$ cat src/common/cnn_consts.svh
// cnn accelerator constants for array dimensions, data widths and register offsets
`ifndef CNN_CONSTS_SVH
`define CNN_CONSTS_SVH

// image, kernel and output map edge lengths
`define CNN_IMG_DIM 5
`define CNN_KER_DIM 3
`define CNN_OUT_DIM 3

// element counts of the flattened arrays
`define CNN_IMG_N 25
`define CNN_KER_N 9
`define CNN_OUT_N 9

// sample and result widths
`define CNN_PIX_W 8
`define CNN_RES_W 16

// output pixel index, wide enough for 0..8
`define CNN_IDX_W 4

// wishbone data and local offset widths, 4 KB window
`define CNN_BUS_W 32
`define CNN_ADR_W 12

// register map, byte offsets within the window
`define CNN_REG_CTRL   12'h000
`define CNN_REG_IMAGE  12'h004
`define CNN_REG_KERNEL 12'h008
`define CNN_REG_READY  12'h00C
// first of nine result words, one word apart
`define CNN_REG_RESULT 12'h080

`endif

$ cat src/common/cnn_pkg.sv
// cnn data types for samples, taps, products, result maps and controller states
`include "cnn_consts.svh"

package cnn_pkg;

    // one 8-bit image sample
    typedef logic [`CNN_PIX_W-1:0] pixel_t;

    // one kernel tap, same width as a sample
    typedef logic [`CNN_PIX_W-1:0] weight_t;

    // full-width product of sample and tap
    typedef logic [2*`CNN_PIX_W-1:0] product_t;

    // output pixel, wraps modulo 2^16
    typedef logic [`CNN_RES_W-1:0] result_t;

    // flattened row-major arrays
    typedef pixel_t  [`CNN_IMG_N-1:0] image_t;
    typedef weight_t [`CNN_KER_N-1:0] kernel_t;
    typedef result_t [`CNN_OUT_N-1:0] result_map_t;

    // output pixel index, row*3 + col
    typedef logic [`CNN_IDX_W-1:0] out_idx_t;

    typedef enum logic [2:0] {
        ST_IDLE,
        ST_ENTER,
        ST_COMPUTE,
        ST_DRAIN,
        ST_DONE
    } conv_state_t;

    // status word, bit 2 down to bit 0
    typedef struct packed {
        logic data_ready;
        logic done;
        logic busy;
    } status_t;

endpackage

$ cat src/common/bus_pkg.sv
// wishbone classic request and response bundles for the accelerator port
`include "cnn_consts.svh"

package bus_pkg;

    // master to slave, held until ack
    typedef struct packed {
        logic                  cyc;
        logic                  stb;
        logic                  we;
        logic [`CNN_ADR_W-1:0] adr;
        logic [`CNN_BUS_W-1:0] dat;
    } wb_req_t;

    // slave to master
    // read data is only meaningful with ack
    typedef struct packed {
        logic                  ack;
        logic [`CNN_BUS_W-1:0] dat;
    } wb_rsp_t;

endpackage

$ cat src/verilog/sample_buffer.sv
// auto-incrementing load buffer with a saturating write index
`timescale 1ns/1ps

module sample_buffer #(
    parameter type elem_t = logic [7:0],
    parameter int  DEPTH  = 9
) (
    input  logic                clk,
    input  logic                rst,
    input  logic                push,
    input  logic                clear,
    input  elem_t               din,
    output elem_t [DEPTH-1:0]   contents
);

    localparam int IDX_W = $clog2(DEPTH);

    logic [IDX_W-1:0] wr_idx;
    logic             at_last;

    // index parks here, further pushes overwrite
    assign at_last = (wr_idx == IDX_W'(DEPTH - 1));

    // write index
    always_ff @(posedge clk) begin
        if (!rst) begin
            wr_idx <= '0;
        end else if (clear) begin
            wr_idx <= '0;
        end else if (push && !at_last) begin
            wr_idx <= wr_idx + 1'b1;
        end
    end

    // storage, zero out of reset
    // clear only rewinds the index
    always_ff @(posedge clk) begin
        if (!rst) begin
            contents <= '0;
        end else if (push) begin
            contents[wr_idx] <= din;
        end
    end

    // register block never issues both strobes for one transfer
    a_push_clear: assert property (@(posedge clk) disable iff (!rst) !(push && clear));

endmodule

$ cat src/cnn_core/conv_ctrl.sv
// convolution sequencer, walks the nine output pixels then drains and signals finish
`timescale 1ns/1ps
`include "cnn_consts.svh"

module conv_ctrl (
    input  logic              clk,
    input  logic              rst,
    input  logic              go,
    output logic              issue,
    output cnn_pkg::out_idx_t index,
    output logic              finish
);
    import cnn_pkg::*;

    localparam out_idx_t LAST_IDX = out_idx_t'(`CNN_OUT_N - 1);

    conv_state_t state;
    conv_state_t state_nxt;
    out_idx_t    index_nxt;

    always_comb begin
        state_nxt = state;
        index_nxt = index;
        case (state)
            ST_IDLE: begin
                if (go) begin
                    state_nxt = ST_ENTER;
                end
            end
            ST_ENTER: begin
                // go drops if software re-arms mid-load
                if (go) begin
                    state_nxt = ST_COMPUTE;
                    index_nxt = '0;
                end else begin
                    state_nxt = ST_IDLE;
                end
            end
            ST_COMPUTE: begin
                if (index == LAST_IDX) begin
                    state_nxt = ST_DRAIN;
                    index_nxt = '0;
                end else begin
                    index_nxt = index + 1'b1;
                end
            end
            // last sum still in flight in the mac
            ST_DRAIN: state_nxt = ST_DONE;
            ST_DONE:  state_nxt = ST_IDLE;
            default:  state_nxt = ST_IDLE;
        endcase
    end

    always_ff @(posedge clk) begin
        if (!rst) begin
            state <= ST_IDLE;
            index <= '0;
        end else begin
            state <= state_nxt;
            index <= index_nxt;
        end
    end

    // both decoded from state flops, glitch free
    assign issue  = (state == ST_COMPUTE);
    assign finish = (state == ST_DONE);

    // mac result map has only nine slots
    a_index_range: assert property (@(posedge clk) disable iff (!rst)
        issue |-> (index < `CNN_OUT_N));

endmodule

$ cat src/cnn_core/conv_mac.sv
// conv datapath, 3x3 window select, nine registered products, then a wrapped sum
`timescale 1ns/1ps
`include "cnn_consts.svh"

module conv_mac (
    input  logic                 clk,
    input  logic                 rst,
    input  cnn_pkg::image_t      image,
    input  cnn_pkg::kernel_t     kernel,
    input  logic                 issue,
    input  cnn_pkg::out_idx_t    index,
    output cnn_pkg::result_map_t results
);
    import cnn_pkg::*;

    localparam int BASE_W = $clog2(`CNN_IMG_N);

    logic [BASE_W-1:0] base;
    product_t          prod_d [`CNN_KER_N];
    product_t          prod_q [`CNN_KER_N];
    out_idx_t          idx_q;
    logic              valid_q;
    result_t           sum;

    // top-left sample of the window
    // row index/3, column index%3
    assign base = BASE_W'((index / `CNN_OUT_DIM) * `CNN_IMG_DIM + (index % `CNN_OUT_DIM));

    // nine parallel products
    // tap t sits at kernel row t/3, column t%3
    always_comb begin
        for (int t = 0; t < `CNN_KER_N; t++) begin
            prod_d[t] = product_t'(image[base + (t / `CNN_KER_DIM) * `CNN_IMG_DIM
                                         + (t % `CNN_KER_DIM)])
                        * product_t'(kernel[t]);
        end
    end

    // stage 1
    // products plus the slot they belong to
    always_ff @(posedge clk) begin
        if (issue) begin
            for (int t = 0; t < `CNN_KER_N; t++) begin
                prod_q[t] <= prod_d[t];
            end
            idx_q <= index;
        end
    end

    always_ff @(posedge clk) begin
        if (!rst) begin
            valid_q <= 1'b0;
        end else begin
            valid_q <= issue;
        end
    end

    // adder tree, carries past bit 15 drop out
    always_comb begin
        sum = '0;
        for (int t = 0; t < `CNN_KER_N; t++) begin
            sum = sum + prod_q[t];
        end
    end

    // stage 2
    // store into the output map
    always_ff @(posedge clk) begin
        if (!rst) begin
            results <= '0;
        end else if (valid_q) begin
            results[idx_q] <= sum;
        end
    end

endmodule

$ cat src/verilog/cnn_regs.sv
// wishbone slave for the cnn accelerator, load strobes, control flags and readback
`timescale 1ns/1ps
`include "cnn_consts.svh"

module cnn_regs (
    input  logic                 clk,
    input  logic                 rst,
    input  bus_pkg::wb_req_t     wb_req,
    output bus_pkg::wb_rsp_t     wb_rsp,
    output logic                 image_push,
    output logic                 kernel_push,
    output cnn_pkg::pixel_t      sample,
    output logic                 load_clear,
    output logic                 go,
    input  logic                 finish,
    input  cnn_pkg::result_map_t results
);
    import cnn_pkg::*;

    status_t                 status;
    logic                    ack;
    logic [`CNN_BUS_W-1:0]   rdat;
    logic [`CNN_BUS_W-1:0]   rd_word;
    logic                    acc;
    logic                    wr;
    logic                    ready_wr;
    logic [`CNN_ADR_W-1:0]   res_off;
    logic                    res_hit;
    out_idx_t                res_sel;

    // new transfer, ignored while the previous ack is out
    assign acc = wb_req.cyc && wb_req.stb && !ack;
    assign wr  = acc && wb_req.we;

    // write strobes, all land on the edge that raises ack
    assign image_push  = wr && (wb_req.adr == `CNN_REG_IMAGE);
    assign kernel_push = wr && (wb_req.adr == `CNN_REG_KERNEL);
    assign load_clear  = wr && (wb_req.adr == `CNN_REG_CTRL);
    assign ready_wr    = wr && (wb_req.adr == `CNN_REG_READY);

    // low byte carries the sample or tap
    assign sample = wb_req.dat[`CNN_PIX_W-1:0];

    // engine runs once armed and loaded
    assign go = status.busy && status.data_ready;

    // result window decode
    assign res_off = wb_req.adr - `CNN_REG_RESULT;
    assign res_sel = res_off[`CNN_IDX_W+1:2];
    assign res_hit = (wb_req.adr >= `CNN_REG_RESULT)
                     && (res_off[1:0] == 2'b00)
                     && (res_off[`CNN_ADR_W-1:2] < `CNN_OUT_N);

    // read mux, unmapped reads give zero
    always_comb begin
        rd_word = '0;
        if (wb_req.adr == `CNN_REG_CTRL) begin
            rd_word = `CNN_BUS_W'(status);
        end else if (res_hit) begin
            rd_word = `CNN_BUS_W'(results[res_sel]);
        end
    end

    // status flags
    // a CTRL write in the finish cycle re-arms
    always_ff @(posedge clk) begin
        if (!rst) begin
            status <= '0;
        end else begin
            if (finish) begin
                status.busy <= 1'b0;
                status.done <= 1'b1;
            end
            if (load_clear) begin
                status.busy       <= 1'b1;
                status.done       <= 1'b0;
                status.data_ready <= 1'b0;
            end
            if (ready_wr) begin
                status.data_ready <= 1'b1;
            end
        end
    end

    // single-cycle ack, one cycle after strobe
    always_ff @(posedge clk) begin
        if (!rst) begin
            ack <= 1'b0;
        end else begin
            ack <= acc;
        end
    end

    // read data captured alongside ack
    always_ff @(posedge clk) begin
        if (acc) begin
            rdat <= wb_req.we ? '0 : rd_word;
        end
    end

    assign wb_rsp.ack = ack;
    assign wb_rsp.dat = rdat;

    // every access is a single transfer, no back-to-back ack
    a_ack_single: assert property (@(posedge clk) disable iff (!rst) ack |=> !ack);

    // engine only reports completion of an armed run
    a_finish_busy: assert property (@(posedge clk) disable iff (!rst) finish |-> status.busy);

endmodule

$ cat src/verilog/cnn_accel.sv
// cnn accelerator top, wishbone register block feeding load buffers and the conv engine
`timescale 1ns/1ps
`include "cnn_consts.svh"

module cnn_accel (
    input  logic             clk,
    input  logic             rst,
    input  bus_pkg::wb_req_t wb_req,
    output bus_pkg::wb_rsp_t wb_rsp,
    output logic             done
);
    import cnn_pkg::*;

    // load path
    logic        image_push;
    logic        kernel_push;
    logic        load_clear;
    pixel_t      sample;
    image_t      image;
    kernel_t     kernel;

    // control and compute path
    logic        go;
    logic        issue;
    logic        finish;
    out_idx_t    index;
    result_map_t results;

    cnn_regs i_cnn_regs (
        .clk         (clk),
        .rst         (rst),
        .wb_req      (wb_req),
        .wb_rsp      (wb_rsp),
        .image_push  (image_push),
        .kernel_push (kernel_push),
        .sample      (sample),
        .load_clear  (load_clear),
        .go          (go),
        .finish      (finish),
        .results     (results)
    );

    // 5x5 image store
    sample_buffer #(
        .elem_t (pixel_t),
        .DEPTH  (`CNN_IMG_N)
    ) i_image_buf (
        .clk      (clk),
        .rst      (rst),
        .push     (image_push),
        .clear    (load_clear),
        .din      (sample),
        .contents (image)
    );

    // 3x3 kernel store
    // taps share the sample lane, same width
    sample_buffer #(
        .elem_t (weight_t),
        .DEPTH  (`CNN_KER_N)
    ) i_kernel_buf (
        .clk      (clk),
        .rst      (rst),
        .push     (kernel_push),
        .clear    (load_clear),
        .din      (sample),
        .contents (kernel)
    );

    conv_ctrl i_conv_ctrl (
        .clk    (clk),
        .rst    (rst),
        .go     (go),
        .issue  (issue),
        .index  (index),
        .finish (finish)
    );

    conv_mac i_conv_mac (
        .clk     (clk),
        .rst     (rst),
        .image   (image),
        .kernel  (kernel),
        .issue   (issue),
        .index   (index),
        .results (results)
    );

    // one pulse per completed run
    assign done = finish;

endmodule

$ cat config.mk
export PLATFORM = sky130hd
export DESIGN_NAME = cnn_accel
export DESIGN_NICKNAME = d
export VERILOG_FILES = /design/src/common/cnn_pkg.sv /design/src/common/bus_pkg.sv /design/src/verilog/sample_buffer.sv /design/src/cnn_core/conv_ctrl.sv /design/src/cnn_core/conv_mac.sv /design/src/verilog/cnn_regs.sv /design/src/verilog/cnn_accel.sv
export VERILOG_INCLUDE_DIRS = /design/src /design/src/common
export SDC_FILE = /design/constraint.sdc
export NUM_CORES = 2
export LEC_CHECK = 0
export ABC_AREA = 1
export BUFFER_PORTS_ARGS = -buffer_cell sky130_fd_sc_hd__buf_4
export CORE_MARGIN = 5
export CORE_UTILIZATION = 60
export CTS_BUF_LIST = sky130_fd_sc_hd__clkbuf_8
export DETAILED_ROUTE_END_ITERATION = 10
export GPL_TIMING_DRIVEN = 0
export PLACE_DENSITY = 0.88
export SLEW_MARGIN = 30
export SYNTH_ARGS = -nofsm -noshare
export SYNTH_HDL_FRONTEND = slang
export SYNTH_SLANG_ARGS = --single-unit
$ cat constraint.sdc
create_clock -name clk -period 11.3 [get_ports clk]
set_clock_uncertainty 0.05 [all_clocks]
set_input_delay 1.13 -clock clk [delete_from_list [all_inputs] [get_ports clk]]
set_output_delay 1.13 -clock clk [all_outputs]
set_load 0.01 [all_outputs]
=== Word level (Yosys, flattened, before mapping) ===
Memory sizes are Yosys's and may differ from the RTL's.
Index checks and enable logic that the tools add are counted.

* $add $sub $neg: 21
* Multiply operators: 10
* Divide/modulo/power cells: 2
* Order comparisons: 18
* Equal/unequal tests: 13
* Shift-type cells: 0
* Mux-type cells: 43
* Bitwise operators: 2
* Reduce and logical (&&, ||, !) cells: 29

{| class="wikitable"
|+ Operators with widths
! operator !! number
|-
| $bmux 8 s5 || 9
|-
| $lt 32x6->1 const B || 8
|-
| $bwmux 200 || 1
|-
| $bwmux 144 || 1
|-
| $mul 8x8->16 || 9
|-
| $add 16x16->16 || 8
|-
| $mux 8 || 11
|-
| $bwmux 72 || 1
|-
| $add 32x1->32 const B || 2
|-
| $add 32x2->32 const B || 2
|-
| $bmux 16 s4 || 1
|-
| $demux 16 s4 || 1
|-
| $demux 8 s5 || 1
|-
| $demux 8 s4 || 1
|-
| $div 4x2->32 const B || 1
|-
| $mod 4x2->32 const B || 1
|-
| $mul 32x3->5 const B || 1
|-
| $mux 16 || 2
|-
| $eq 12x4->1 const B || 2
|-
| $logic_and 1x1->1 || 15
|-
| $lt 4x5->1 const B || 3
|-
| $mux 3 || 5
|-
| $eq 12x3->1 const B || 1
|-
| $ge 12x8->1 const B || 1
|-
| 32 further kinds || 50
|}

* Register bits: 473
* Bits in latches: 0
* Memory bits (writable): 144
* Memory bits (read-only): 0
* Input port bits: 49
* Output and inout port bits: 34
* Word-level logic and storage cells: 195
* Memories kept: 1

{| class="wikitable"
|+ Memory list
! name !! words !! width !! read ports !! clocked after Yosys merged registers in !! write ports !! RTL line !! text
|-
| i_conv_mac.prod_q || 9 || 16 || 9 || 0 || 9 || conv_mac.sv:20 || <nowiki>product_t prod_q [`CNN_KER_N];</nowiki>
|}

=== Logic depth before layout (Yosys ltp) ===
An unclocked memory read counts as a cell.

* Word-level depth: 10
* Gate-level depth with buffers: 54
* Mapped depth without buffers: 51

=== By module ===
From an unflattened synthesis, not the netlist that was laid out.

* Cell total of the unflattened synthesis: 7734
* Area total of the unflattened synthesis: 55037.8 sq um

{| class="wikitable"
|+ By module, submodules not included
! module !! times used !! cells an instance !! area each (sq um) !! seq. area each (sq um)
|-
| conv_mac || 1 || 5546 || 40690.3 || 7347.0
|-
| sample_buffer at i_image_buf || 1 || 1275 || 8335.5 || 4103.9
|-
| sample_buffer at i_kernel_buf || 1 || 437 || 3236.9 || 1521.5
|-
| cnn_regs || 1 || 421 || 2384.8 || 560.5
|-
| conv_ctrl || 1 || 55 || 390.4 || 140.1
|}

=== Worst setup path before layout ===
Ideal clock, no wire load.

* Path kind: flip-flop to flip-flop
* From: register i_conv_ctrl.index[0]
* To: memory i_conv_mac.prod_q[0][94] in the netlist's numbering (data pin)
* Library setup time: 0.262 ns
* Data arrival time: 9.714 ns
* Data required time: 10.988 ns
* Slack: 1.273 ns
* Stages on the path, launching flop included: 50
* Buffers on the path: 6
* Period minus slack after synthesis: 10.027 ns
* Path through: dfxtp_1 -> buf_2 -> inv_1 -> clkbuf_1 -> clkbuf_1 -> ha_1 -> nand2_4 -> nand3_4 -> xor2_1 -> ha_1 -> nor2_4 -> nand3_4 -> mux2_2 -> ha_1 -> ha_1 -> inv_1 -> fa_1 -> inv_1 -> [14 not listed] -> nor2_1 -> fa_1 -> inv_1 -> fa_1 -> inv_1 -> fa_1 -> inv_1 -> fa_1 -> inv_1 -> ha_1 -> a21oi_1 -> o21ai_0 -> a21oi_1 -> o21bai_1 -> nand2_1 -> nand2_1 -> a21oi_1 -> xor2_1

{| class="wikitable"
|+ RTL lines
! element !! RTL line !! text
|-
| from (decl) || conv_ctrl.sv:10 || <nowiki>output cnn_pkg::out_idx_t index,</nowiki>
|-
| from (signal assigned) || conv_ctrl.sv:60 || <nowiki>index <= index_nxt;</nowiki>
|-
| to (decl) || conv_mac.sv:20 ||
|}

==> reports/qor.tcl <==
set qor(core_um2) 87000
set qor(achievable-frequency_mhz) 90.5
set qor(crit_path_max_incr_delay_ns) 0.69
set qor(nets) 7991
set qor(synth_cell_types) 62
set qor(synth-async-reset-ratio_pct) 0
set qor(numPortBuffers) 41
set qor(drc_errors) 0
set qor(min-delay-start) {i_cnn_regs.status[1]}
set qor(yosys-top-cells-area) {sky130_fd_sc_hd__dfxtp_1 17%, sky130_fd_sc_hd__fa_1 16%, sky130_fd_sc_hd__edfxtp_1 9.3%, sky130_fd_sc_hd__ha_1 8.8%, sky130_fd_sc_hd__o21ai_0 8.0%}
set qor(r2r_end) {i_conv_mac.prod_q[0][79]}
set qor(vias_per_cell) 6.37
set qor(cts-htree-levels) 3
set qor(critPathCaptureType) {flip-flop}
set qor(synth-edff-count) 164
set qor(comb_power_share_pct) 2.9
set qor(timing.critical_path.slowest_stage_cell) {sky130_fd_sc_hd__fa_2}
set qor(placementRows) 108
set qor(finalMaxSlewViolations) 0
set qor(worst_slew_pin_slew_ns) 1.24
set qor(initial_core_util_pct) 60.7
set qor(grt_pass1_wl_mm) 329
set qor(numClockSinks) 601
set qor(post_route_antenna_net_violation_count) 0
set qor(grt_antenna_before_repair) 11
set qor(ff2ff_setup_slack_ns) 0.24
set qor(synth_warnings) 0
set qor(post-dp-hpwl_mm) 174
set qor(setup.worst_path.class) {reg -> reg}
set qor(first_iter_violations) 8711
set qor(routed-via-count) 53500
set qor(fin_tns_setup_ns) 0
set qor(drtPass1Iterations) 9
set qor(maximum_root_to_sink_buffer_count) 3
set qor(grt_start_max_net_pins) 27
set qor(synthesis.area_per_instance_um2) 7.59
set qor(reg2regPathDepth) 45
set qor(power_switching_share_pct) 25.4
set qor(netlist.area_leader.share_pct) 16.6
set qor(synth_seq_cells) 601
set qor(netSwitchingPower_mw) 1.17
set qor(finalCriticalPeriod_ns) 11.06
set qor(floorplan.die.width_um) 307
set qor(worstHoldPathCells) 2
set qor(die_footprint_um2) 94000
set qor(crit_top_cell) {sky130_fd_sc_hd__nor2_1}
set qor(clkSlewWorstSetupHoldPaths_ns) 0.06
set qor(power-per-cell-area_nw_per_um2) 79.7
set qor(postSynthCellCount) 6958
set qor(post_synth_design_cell_area_um2) 52800
set qor(cp-startpoint) {i_conv_ctrl.index[0]}
set qor(yosys_most_used_dff) {sky130_fd_sc_hd__dfxtp_1}
set qor(synth_top_cell_by_area) {sky130_fd_sc_hd__dfxtp_1}
set qor(dpl_worst_slack_ns) -2.53
set qor(area.growth.synth_to_final_pct) 9.30
set qor(post_route_cells_drive_above_1_share_pct) 8.14
set qor(insertion_delay_ns) 0.86
set qor(power.sequential.fraction_pct) 47.9
set qor(grt.total_usage_pct) 46.9
set qor(synth_sequential_area_ratio_pct) 25.9
set qor(leak_pwr_nw) 25.6
set qor(status) {finished clean}
set qor(postCtsHoldBufs) 0
set qor(critical_path.reg2reg.startpoint) {i_conv_ctrl.index[0]}
set qor(numCtsBuffers) 104
set qor(postRouteWirelength_mm) 228
set qor(clock_power_share_pct) 49.2
set qor(grt_setup_unrepaired) {true}
set qor(worst_setup_path_start_kind) {flip-flop}
set qor(slew_headroom_pct) 16.5
set qor(worst_hold_path.endpoint) {i_cnn_regs.status[1]}
set qor(post-route-period-util_pct) 97.8
set qor(grt_pass1_vias) 51500
set qor(grt_remaining_overflow) 0
set qor(timing.critical_path.required_ns) 11.85
set qor(cell_internal_pwr_mw) 3.43
set qor(fin_ws_ns) 0.244
set qor(wl_per_cell_um) 27.1
set qor(ir_worst_vdd_mv) 0.127
set qor(crit_path_arrival_time_ns) 11.61
set qor(setup_violations) 0
set qor(io_pins) 83
set qor(min-delay-path-class) {reg -> reg}
set qor(global_placement_routability_congestion) 1.09
set qor(dieHeight_um) 307
set qor(timing.final.hold_violations) 0
set qor(max_cap_violations) 0
set qor(cts_tree) {built}
set qor(top_fanout_value_on_the_critical_path) 12
set qor(cts_root_buffer) {sky130_fd_sc_hd__clkbuf_8}
-- cells in the mapped netlist, drive strengths merged (2+ instances only) --
cell and count:
inv 1137, nand3b 3, mux2i 14, a21boi 3, a32oi 4, a221o 4
xnor2 47, xor2 91, clkinv 5, o211ai 98, a21oi 540, a211oi 7
nand2 1186, ha 370, dfxtp 437, or2 14, o221ai 43, a22oi 27
a2111oi 2, o21a 7, fa 427, edfxtp 164, nor3 24, a31oi 18
a21o 4, nor4 6, nand4 22, nand3 286, o2111ai 7, o31ai 4
a32o 3, o21ai 854, o22ai 46, buf 99, clkbuf 225, nor2 700
o21bai 24
-- cell usage in the layout (no fill, tap or decap), drive strengths merged, types with 164 or more instances in the layout --
cell type  count
a21oi        540
nor2         700
inv         1170
nand2       1186
nand3        286
ha           370
o21ai        854
buf          168
dfxtp        437
clkbuf       351
edfxtp       164
fa           427
-- worst max-delay path by stage --
stage / endpoint / cells after the start
6_report: i_conv_mac.prod_q[0][79] / 45
5_1_grt: i_conv_mac.prod_q[0][79] / 45
4_1_cts: i_conv_mac.prod_q[0][47] / 50
3_5_place_dp: i_conv_mac.prod_q[0][111] / 48
3_3_place_gp: i_conv_mac.prod_q[0][111] / 48
2_1_floorplan: i_conv_mac.prod_q[0][94] / 49
-- stage by stage --
step | std cells | utilization, % | instance area, um^2 | hold slack [ns] | power, mW
floorplan | 6973 | - | 52900 | 0.376 | 2.30
global placement | 8169 | 62.7 | 54600 | 0.390 | 2.37
detailed placement | 8177 | 63.1 | 54900 | 0.390 | 2.37
CTS | 8372 | 66.0 | 57400 | 0.399 | 4.57
global route | 8391 | 66.3 | 57700 | 0.434 | 4.69
finish | 8398 | 66.3 | 57700 | 0.400 | 4.60
-- registers in the layout, summed over array words and instances (netlist names) --
| register | flops |
|---|---|
| i_image_buf.contents | 200 |
| i_conv_mac.prod_q | 144 |
| i_conv_mac.results | 144 |
| i_kernel_buf.contents | 72 |
| i_cnn_regs.rdat | 16 |
| i_image_buf.wr_idx | 5 |
| i_conv_ctrl.index | 4 |
| i_conv_mac.idx_q | 4 |
| i_kernel_buf.wr_idx | 4 |
| i_cnn_regs.status | 3 |
| i_conv_ctrl.state | 3 |
| i_cnn_regs.ack | 1 |
| i_conv_mac.valid_q | 1 |
-- area by class of cell --
| class | count | area [um^2] |
|---|---|---|
| flip-flops and latches | 601 | 13700 |
| multi-input cells | 4906 | 33800 |
| clock inverters | 64 | 546 |
| inverters | 1142 | 4300 |
| plain buffers | 322 | 1490 |
| diodes | 11 | 27.5 |
| well taps | 1155 | 1450 |
| repair buffers | 68 | 643 |
| fillers | 7184 | 29300 |
| clock buffers | 129 | 1780 |
-- cell families after synthesis --
family / after synthesis / synth area share, %
other: 1 / 0.00710
buffers and inverters: 1466 / 10.8
adder cells (fa/ha/maj): 797 / 25.0
multiplexers: 15 / 0.287
XOR/XNOR: 138 / 2.32
flip-flops: 601 / 25.9
AO/OA/AOI/OAI: 1698 / 17.6
AND/OR/NAND/NOR: 2242 / 18.1
-- power by group through the flow --
stage / clock network [mW] / registers (mW) / logic (mW)
floorplan: 0 / 2.25 / 0.0540
global placement: 0 / 2.25 / 0.123
detailed placement: 0 / 2.25 / 0.125
CTS: 2.25 / 2.20 / 0.125
global route: 2.35 / 2.20 / 0.133
finish: 2.26 / 2.20 / 0.135
-- repair_timing --
item                       in CTS  in global routing
setup endpoints to repair      73                 34
pin swaps                       3                 11
buffers inserted                4                 15
resized for setup              50                 65
-- per-layer routing --
metal / vias up / GRT usage [%] / part of all wire, %
met4: 2 / 36.1 / 10
met3: 1142 / 12.9 / 13
met5: - / 0 / 0.0053
li1: 22900 / - / -
met2: 4291 / 69.0 / 41
met1: 25100 / 58.7 / 35
-- worst max-delay path: cells and delay by family, from the launching register on --
| family | cells | cell delay (ns) |
|---|---|---|
| buffers and inverters | 9 | 1.63 |
| XOR/XNOR | 3 | 0.86 |
| flip-flops | 1 | 0.41 |
| AO/OA/AOI/OAI | 5 | 0.87 |
| AND/OR/NAND/NOR | 17 | 2.45 |
| adder cells (fa/ha/maj) | 10 | 4.22 |
| multiplexers | 1 | 0.31 |
Power figures use the tool's default switching activity.
